### src/design/rv_dec_params.svh
// Width and size macros for the RV32I decode stage, included by the package and every RTL file
`ifndef RV_DEC_PARAMS_SVH
`define RV_DEC_PARAMS_SVH

// Data path and address width
// Also the width of pc, immediate and register words
`define XLEN 32

// Architectural integer registers, x0 included
`define REG_COUNT 32

// Bits needed to address one register
// Must satisfy 2**REG_IDX_W == REG_COUNT
`define REG_IDX_W 5

// Notes
// The instruction word is always 32 bits in RV32I.
// Format field widths stay fixed in the package,
// only the register index width follows REG_IDX_W.
// XLEN other than 32 is not a supported configuration
// for the immediate layout.

`endif

### src/design/rv_dec_pkg.sv
// Shared types of the decode stage: funct3 codes, instruction format views and port structs
`default_nettype none

`include "rv_dec_params.svh"

package rv_dec_pkg;

	// Branch conditions as carried in funct3
	typedef enum logic [2:0] {
		f3_beq  = 3'b000,
		f3_bne  = 3'b001,
		f3_blt  = 3'b100,
		f3_bge  = 3'b101,
		f3_bltu = 3'b110,
		f3_bgeu = 3'b111
	} funct3_t;

	// Register to register
	typedef struct packed {
		logic [6:0]            funct7;
		logic [`REG_IDX_W-1:0] rs2;
		logic [`REG_IDX_W-1:0] rs1;
		logic [2:0]            funct3;
		logic [`REG_IDX_W-1:0] rd;
		logic [6:0]            opcode;
	} instr_r_t;

	// Loads, op-imm, jalr
	typedef struct packed {
		logic [11:0]           imm_11_0;
		logic [`REG_IDX_W-1:0] rs1;
		logic [2:0]            funct3;
		logic [`REG_IDX_W-1:0] rd;
		logic [6:0]            opcode;
	} instr_i_t;

	// Stores, immediate split around rs fields
	typedef struct packed {
		logic [6:0]            imm_11_5;
		logic [`REG_IDX_W-1:0] rs2;
		logic [`REG_IDX_W-1:0] rs1;
		logic [2:0]            funct3;
		logic [4:0]            imm_4_0;
		logic [6:0]            opcode;
	} instr_s_t;

	// Conditional branches, offset in halfwords
	typedef struct packed {
		logic                  imm_12;
		logic [5:0]            imm_10_5;
		logic [`REG_IDX_W-1:0] rs2;
		logic [`REG_IDX_W-1:0] rs1;
		logic [2:0]            funct3;
		logic [3:0]            imm_4_1;
		logic                  imm_11;
		logic [6:0]            opcode;
	} instr_b_t;

	// Lui and auipc
	typedef struct packed {
		logic [19:0]           imm_31_12;
		logic [`REG_IDX_W-1:0] rd;
		logic [6:0]            opcode;
	} instr_u_t;

	// Jal, scrambled 20-bit offset
	typedef struct packed {
		logic                  imm_20;
		logic [9:0]            imm_10_1;
		logic                  imm_11;
		logic [7:0]            imm_19_12;
		logic [`REG_IDX_W-1:0] rd;
		logic [6:0]            opcode;
	} instr_j_t;

	// One fetched word, six ways to read it
	typedef union packed {
		instr_r_t r;
		instr_i_t i;
		instr_s_t s;
		instr_b_t b;
		instr_u_t u;
		instr_j_t j;
	} instr_u;

	// From the upstream opcode decoder
	typedef struct packed {
		logic branch;
		logic jal;
		logic jalr;
	} dec_ctrl_t;

	// Writeback strobe into the register file
	typedef struct packed {
		logic                  en;
		logic [`REG_IDX_W-1:0] rd;
		logic [`XLEN-1:0]      data;
	} wb_write_t;

	// Everything execute needs
	typedef struct packed {
		logic [`XLEN-1:0]      pc;
		logic [`XLEN-1:0]      imm;
		logic [`XLEN-1:0]      rs1_data;
		logic [`XLEN-1:0]      rs2_data;
		logic [`REG_IDX_W-1:0] rd;
		logic [`REG_IDX_W-1:0] rs1;
		logic [`REG_IDX_W-1:0] rs2;
	} ex_operands_t;

	// Redirect toward fetch
	typedef struct packed {
		logic             taken;
		logic [`XLEN-1:0] target;
	} branch_res_t;

endpackage

`default_nettype wire

### src/design/imm_gen.sv
// Immediate generator, combinational, rebuilds the sign-extended operand of an RV32I word
`timescale 1ns/1ns
`default_nettype none

`include "rv_dec_params.svh"

module imm_gen import rv_dec_pkg::*; (
	input  instr_u           instr,
	output logic [`XLEN-1:0] imm
);

	// Major opcodes that carry an immediate
	localparam logic [6:0] op_load   = 7'b0000011;
	localparam logic [6:0] op_op_imm = 7'b0010011;
	localparam logic [6:0] op_jalr   = 7'b1100111;
	localparam logic [6:0] op_store  = 7'b0100011;
	localparam logic [6:0] op_branch = 7'b1100011;
	localparam logic [6:0] op_lui    = 7'b0110111;
	localparam logic [6:0] op_auipc  = 7'b0010111;
	localparam logic [6:0] op_jal    = 7'b1101111;

	// Instruction bit 31, sign of every format
	logic sign;

	// Opcode sits in the same place in all views
	assign sign = instr.r.funct7[6];

	always_comb begin
		unique case (instr.r.opcode)
			// I format, 12 bits straight
			op_load, op_op_imm, op_jalr: begin
				imm = {{(`XLEN-12){sign}}, instr.i.imm_11_0};
			end
			// S format, two pieces
			op_store: begin
				imm = {{(`XLEN-12){sign}}, instr.s.imm_11_5, instr.s.imm_4_0};
			end
			// B format, bit 0 implied zero
			op_branch: begin
				imm = {{(`XLEN-13){sign}}, instr.b.imm_12, instr.b.imm_11,
					instr.b.imm_10_5, instr.b.imm_4_1, 1'b0};
			end
			// U format, upper bits, low half zero-filled
			op_lui, op_auipc: begin
				imm = {instr.u.imm_31_12, 12'b0};
			end
			// J format, bit 0 implied zero
			op_jal: begin
				imm = {{(`XLEN-21){sign}}, instr.j.imm_20, instr.j.imm_19_12,
					instr.j.imm_11, instr.j.imm_10_1, 1'b0};
			end
			// R format and anything unknown
			default: begin
				imm = '0;
			end
		endcase
	end

endmodule

`default_nettype wire

### src/design/branch_unit.sv
// Branch unit, combinational, resolves the branch or jump decision and target for fetch
`timescale 1ns/1ns
`default_nettype none

`include "rv_dec_params.svh"

module branch_unit import rv_dec_pkg::*; (
	input  logic [`XLEN-1:0] pc,
	input  logic [`XLEN-1:0] imm,
	input  logic [`XLEN-1:0] rs1_data,
	input  logic [`XLEN-1:0] rs2_data,
	input  funct3_t          funct3,
	input  dec_ctrl_t        dec_ctrl,
	output branch_res_t      branch
);

	// Raw comparisons
	logic eq;
	logic lt_s;
	logic lt_u;

	// Condition selected by funct3
	logic cond_met;

	// Candidate targets
	logic [`XLEN-1:0] pc_sum;
	logic [`XLEN-1:0] reg_sum;

	assign eq   = (rs1_data == rs2_data);
	assign lt_s = ($signed(rs1_data) < $signed(rs2_data));
	assign lt_u = (rs1_data < rs2_data);

	// Six conditions, the rest never hold
	always_comb begin
		case (funct3)
			f3_beq:  cond_met = eq;
			f3_bne:  cond_met = !eq;
			f3_blt:  cond_met = lt_s;
			f3_bge:  cond_met = !lt_s;
			f3_bltu: cond_met = lt_u;
			f3_bgeu: cond_met = !lt_u;
			default: cond_met = 1'b0;
		endcase
	end

	// Jumps are unconditional
	assign branch.taken = dec_ctrl.jal | dec_ctrl.jalr | (dec_ctrl.branch & cond_met);

	// Pc-relative for branches and jal
	assign pc_sum = pc + imm;

	// Register-relative for jalr
	assign reg_sum = rs1_data + imm;

	// Jalr drops bit 0 of the sum
	assign branch.target = dec_ctrl.jalr ? {reg_sum[`XLEN-1:1], 1'b0} : pc_sum;

endmodule

`default_nettype wire

### src/design/register_file.sv
// Integer register file, two combinational read ports and one clocked writeback port
`timescale 1ns/1ns
`default_nettype none

`include "rv_dec_params.svh"

module register_file import rv_dec_pkg::*; (
	input  logic                  clk,
	input  logic                  rst_n,
	input  logic [`REG_IDX_W-1:0] rs1,
	input  logic [`REG_IDX_W-1:0] rs2,
	input  wb_write_t             wb,
	output logic [`XLEN-1:0]      rs1_data,
	output logic [`XLEN-1:0]      rs2_data
);

	// Architectural state
	logic [`XLEN-1:0] regs [`REG_COUNT];

	// Whole array clears on reset
	// x0 is never a write target
	always_ff @(posedge clk or negedge rst_n) begin
		if (!rst_n) begin
			for (int k = 0; k < `REG_COUNT; k++) begin
				regs[k] <= '0;
			end
		end else if (wb.en && (wb.rd != '0)) begin
			regs[wb.rd] <= wb.data;
		end
	end

	// Reads see the stored word only
	// A write lands after the edge, no bypass
	assign rs1_data = (rs1 == '0) ? '0 : regs[rs1];
	assign rs2_data = (rs2 == '0) ? '0 : regs[rs2];

endmodule

`default_nettype wire

### src/design/dec_stage.sv
// Decode stage top, splits the instruction word and feeds execute and the fetch redirect
`timescale 1ns/1ns
`default_nettype none

`include "rv_dec_params.svh"

module dec_stage import rv_dec_pkg::*; (
	input  logic             clk,
	input  logic             rst_n,
	input  instr_u           instr,
	input  logic [`XLEN-1:0] pc,
	input  dec_ctrl_t        dec_ctrl,
	input  wb_write_t        wb,
	output ex_operands_t     ex,
	output branch_res_t      branch
);

	// Decoded fields
	logic [`REG_IDX_W-1:0] rs1_idx;
	logic [`REG_IDX_W-1:0] rs2_idx;
	logic [`REG_IDX_W-1:0] rd_idx;
	funct3_t               funct3;

	// Block outputs
	logic [`XLEN-1:0] imm;
	logic [`XLEN-1:0] rs1_data;
	logic [`XLEN-1:0] rs2_data;

	// Index fields share positions across formats
	// R view covers all three
	assign rs1_idx = instr.r.rs1;
	assign rs2_idx = instr.r.rs2;
	assign rd_idx  = instr.r.rd;

	// Only meaningful for branches
	assign funct3 = funct3_t'(instr.b.funct3);

	// Immediate from the format chosen by opcode
	imm_gen i_imm_gen (
		.instr (instr),
		.imm   (imm)
	);

	// Read ports follow the decoded indices
	// Write port is the writeback strobe as is
	register_file i_register_file (
		.clk      (clk),
		.rst_n    (rst_n),
		.rs1      (rs1_idx),
		.rs2      (rs2_idx),
		.wb       (wb),
		.rs1_data (rs1_data),
		.rs2_data (rs2_data)
	);

	// Branch decision in the same cycle
	branch_unit i_branch_unit (
		.pc       (pc),
		.imm      (imm),
		.rs1_data (rs1_data),
		.rs2_data (rs2_data),
		.funct3   (funct3),
		.dec_ctrl (dec_ctrl),
		.branch   (branch)
	);

	// Operand bundle toward execute
	// Indices pass along for forwarding downstream
	assign ex = '{
		pc:       pc,
		imm:      imm,
		rs1_data: rs1_data,
		rs2_data: rs2_data,
		rd:       rd_idx,
		rs1:      rs1_idx,
		rs2:      rs2_idx
	};

endmodule

`default_nettype wire

### config.mk
export PLATFORM = sky130hd
export DESIGN_NAME = dec_stage
export DESIGN_NICKNAME = d
export VERILOG_FILES = /design/src/design/rv_dec_pkg.sv /design/src/design/imm_gen.sv /design/src/design/branch_unit.sv /design/src/design/register_file.sv /design/src/design/dec_stage.sv
export VERILOG_INCLUDE_DIRS = /design/src /design/src/design
export SDC_FILE = /design/constraint.sdc
export NUM_CORES = 2
export LEC_CHECK = 0
export BUFFER_PORTS_ARGS = -buffer_cell sky130_fd_sc_hd__buf_2
export CAP_MARGIN = 10
export CORE_UTILIZATION = 50
export CTS_BUF_LIST = sky130_fd_sc_hd__clkbuf_2 sky130_fd_sc_hd__clkbuf_4 sky130_fd_sc_hd__clkbuf_8
export DETAILED_ROUTE_END_ITERATION = 8
export PLACE_DENSITY = 0.67
export SLEW_MARGIN = 5
export SYNTH_ARGS = -nofsm -noshare
export SYNTH_HDL_FRONTEND = slang
export SYNTH_SLANG_ARGS = --single-unit
### constraint.sdc
create_clock -name clk -period 12.37 [get_ports clk]
set_input_delay 2.474 -clock clk [delete_from_list [all_inputs] [get_ports clk]]
set_output_delay 2.474 -clock clk [all_outputs]
set_load 0.03 [all_outputs]
==> results.yml <==
clocking:
  cts_root_buf: "clkbuf_8"
  hold_buffers: 0
  clk-insertion-delay-late_ps: 900
  numClockSinks: 1024
  cts_resized: 0
  cts_buffer_depth: 3
  path_clk_slew_ps: 60
  post_cts_buffers: 0
  cts_tree: "yes"
  ctsHtreeMaxLevel: 4
  cts_buffers: 173
timing:
  max_freq_mhz: 95.64
  rsz0062_at_grt: "false"
  finalSetupTns_ps: 0
  maxSlewViolCount: 0
  hold_violations: 0
  slew_headroom: 0.09564
  worstMarginPinSlew_ps: 1357
  period_needed_ps: 10460
  setup-violations-final: 0
  fin_crit_sh: 0.8453
  finClkSkew_ps: 0
cells_and_area:
  stdcell_area_um2: 65360
  largest_register: "i_register_file.regs"
  finalNetCount: 4329
  fillerInstances: 9400
  fin_cells: 5788
  synthToLayoutAreaGrowth_pct: 10.34
  layout-drive-gt1-share: 0.5518
  largest_register_ffs: 1024
  largestRegisters: "i_register_file.regs x1024"
place:
  io_buffers: 282
  dp_hpwl_um: 103500
  place_inst: 5478
  detailed_place.area_um2: 61690
  gp_congestion: 0.9231
yosys:
  ys.flop_type: "dfrtp_1"
  synth_seq_area_share: 0.4326
  ys_types: 81
  synth_cells: 4045
  async_reset_ff_frac: 1.000
  yosys_register_bits: 1024
  avgSynthCellArea_um2: 14.64
  yosys_warnings: 0
  synth-edff-count: 0
  syn_nets: 4245
  netlist_area_um2: 59230
  synth.area.top_cells: "dfrtp_1, mux4_2, mux2_2"
  synth_top_area_frac: 0.4326
  synth_area_leader_cell: "dfrtp_1"
worst_setup_path:
  crit_slowest_cell: "a2111oi_0"
  critPathLaunchType: "input port"
  worstPathArrival_ps: 7980
  slowest_delay_ps: 700
  worstPathRequired_ps: 9900
  cp_top_family: "compound AO/OA/AOI/OAI gates"
  rr_worst_depth: 1
  path_cells: "buf_8 -> buf_12 -> mux4_2 -> mux4_2 -> nand2_1 -> a21oi_1 -> ha_1 -> a21o_1 -> a21o_1 -> a2111oi_0 -> nand2_1 -> o211ai_1 -> a31oi_1 -> a211oi_2 -> nor2_2 -> a311oi_1 -> xor2_1 -> a21oi_1 -> buf_2"
  crit_path_end_kind: "output pin"
  crit_fanout: 52
  crit_type: "in -> out"
  worstSetupPathDepth: 19
  worst-path-buf-inv: 3
die:
  dieArea_um2: 119800
  placementRows: 125
  dieHeight_um: 346.2
  start_util: 0.5070
  coreArea_um2: 116800
  die_x_um: 346.2
  pin_count: 283
run_status:
  status: "finished clean"
drt:
  drc: 0
  drtPass1Iterations: 6
  antenna_left: 0
  first_iter_violations: 3570
  vias: 38640
  routed_wirelength_um: 180000
  avgViaCountPerCell: 6.677
  wl_per_cell_um: 31.10
global_route:
  grt_overflow_total: 0
  grt_max_degree: 184
  antenna_found_initial: 10
  grt_use_total: 0.3058
  grt_pass1_vias: 39320
  grt_pass1_wl_um: 269700
worst_hold_path:
  hold_path.class: "reg -> reg"
  hold_depth: 0
power_and_ir_drop:
  ir_drop_mv: 0.1214
  cellLeakagePower_nw: 29.11
  powerDensity_nw_per_um2: 158.0
flow_run:
  max_cap_violations: 0
==> cell usage in the layout, fill, tap and decap left out, types with 19 or more instances in the layout <==
cell type	netlist	routed
clkbuf_4	0	63
ha_1	91	91
mux4_2	631	631
nand3_1	20	20
buf_4	48	61
xor2_1	19	19
dfrtp_1	1024	1024
xnor2_1	34	34
mux2_2	995	995
inv_1	52	51
buf_2	38	272
a21o_1	84	84
clkbuf_8	0	209
a21oi_1	96	96
mux2i_1	20	20
o21ai_0	44	44
nand2_1	150	135
nor2_1	82	65
nand2b_1	39	39
==> metrics by stage <==
step	setup WS [ps]	hold WS (ps)	power (mW)	util
after floorplan	1932	441.3	6.328	-
after global placement	1969	376.8	7.050	0.5280
after detailed placement	1934	382.1	7.133	0.5280
after CTS	1900	395.9	10.37	0.5593
after global routing	1392	406.4	10.78	0.5593
final	1914	394.5	10.33	0.5594
==> cells by family (layout without fill, tap and decap cells) <==
logic type	Yosys count	in the layout	synth area share
DFF	1024	1024	0.4326
and+or+nand+nor	394	394	0.03213
xor gates and xnor gates	53	53	0.007837
AOI/OAI and AO/OA	331	331	0.03817
muxes	1647	1647	0.4327
buffers and inverters	502	714	0.03646
other	0	7	0
adders and majority gates	94	94	0.02007
==> synthesized netlist by cell type, types with 7 or more instances <==
library cell and number:
a31oi_1 8, buf_4 48, o21a_1 10, mux2i_1 20, a21oi_1 96, buf_1 69
dfrtp_1 1024, o21ai_0 44, o211ai_1 7, nand3_1 20, a21o_1 84, nand2b_1 39
and2_1 15, inv_1 52, nor2_1 82, o21bai_1 10, nand2_1 150, mux2_2 995
nor3_1 12, clkbuf_1 287, xnor2_1 34, mux4_2 631, nor2b_1 14, ha_1 91
nand4_1 15, buf_2 38, xor2_1 19
==> metal layers <==
layer	part of all wire	up-vias	track usage
li1	-	15730	-
met1	0.42	20800	0.4341
met2	0.46	1757	0.4621
met3	0.086	352	0.06532
met4	0.037	8	0.1200
met5	0.00024	-	0
==> power by group <==
part           switching, mW  internal (mW)  total, mW
registers              0.448           3.99       4.44
clock network           1.43           1.80       3.23
logic                   1.21           1.45       2.66
==> path summary, 6_finish.rpt <==
kind	to	start	slack, ps
max	branch[28]	instr[15]	1910
min	i_register_file.regs[1012]$_DFFE_PN0P_	i_register_file.regs[1012]$_DFFE_PN0P_	390
max reg2reg	i_register_file.regs[862]$_DFFE_PN0P_	i_register_file.regs[862]$_DFFE_PN0P_	11560
min reg2reg	i_register_file.regs[1012]$_DFFE_PN0P_	i_register_file.regs[1012]$_DFFE_PN0P_	390
max in group asynchronous	i_register_file.regs[86]$_DFFE_PN0P_	rst_n	8430
min in group asynchronous	i_register_file.regs[70]$_DFFE_PN0P_	rst_n	1600
==> area by class of cell <==
type,count,area (um2),share of cell area
multi-input combinational,2519,31690,0.4849
sequential,1024,25620,0.3921
clock buffer,272,3349,0.05125
timing repair buffer,357,2257,0.03454
tap,1524,1907,0.02918
clock inverter,31,302.8,0.004633
inverter,54,205.2,0.003140
antenna,7,17.52,0.0002680
Note: power is estimated with default switching activity, not from simulation.
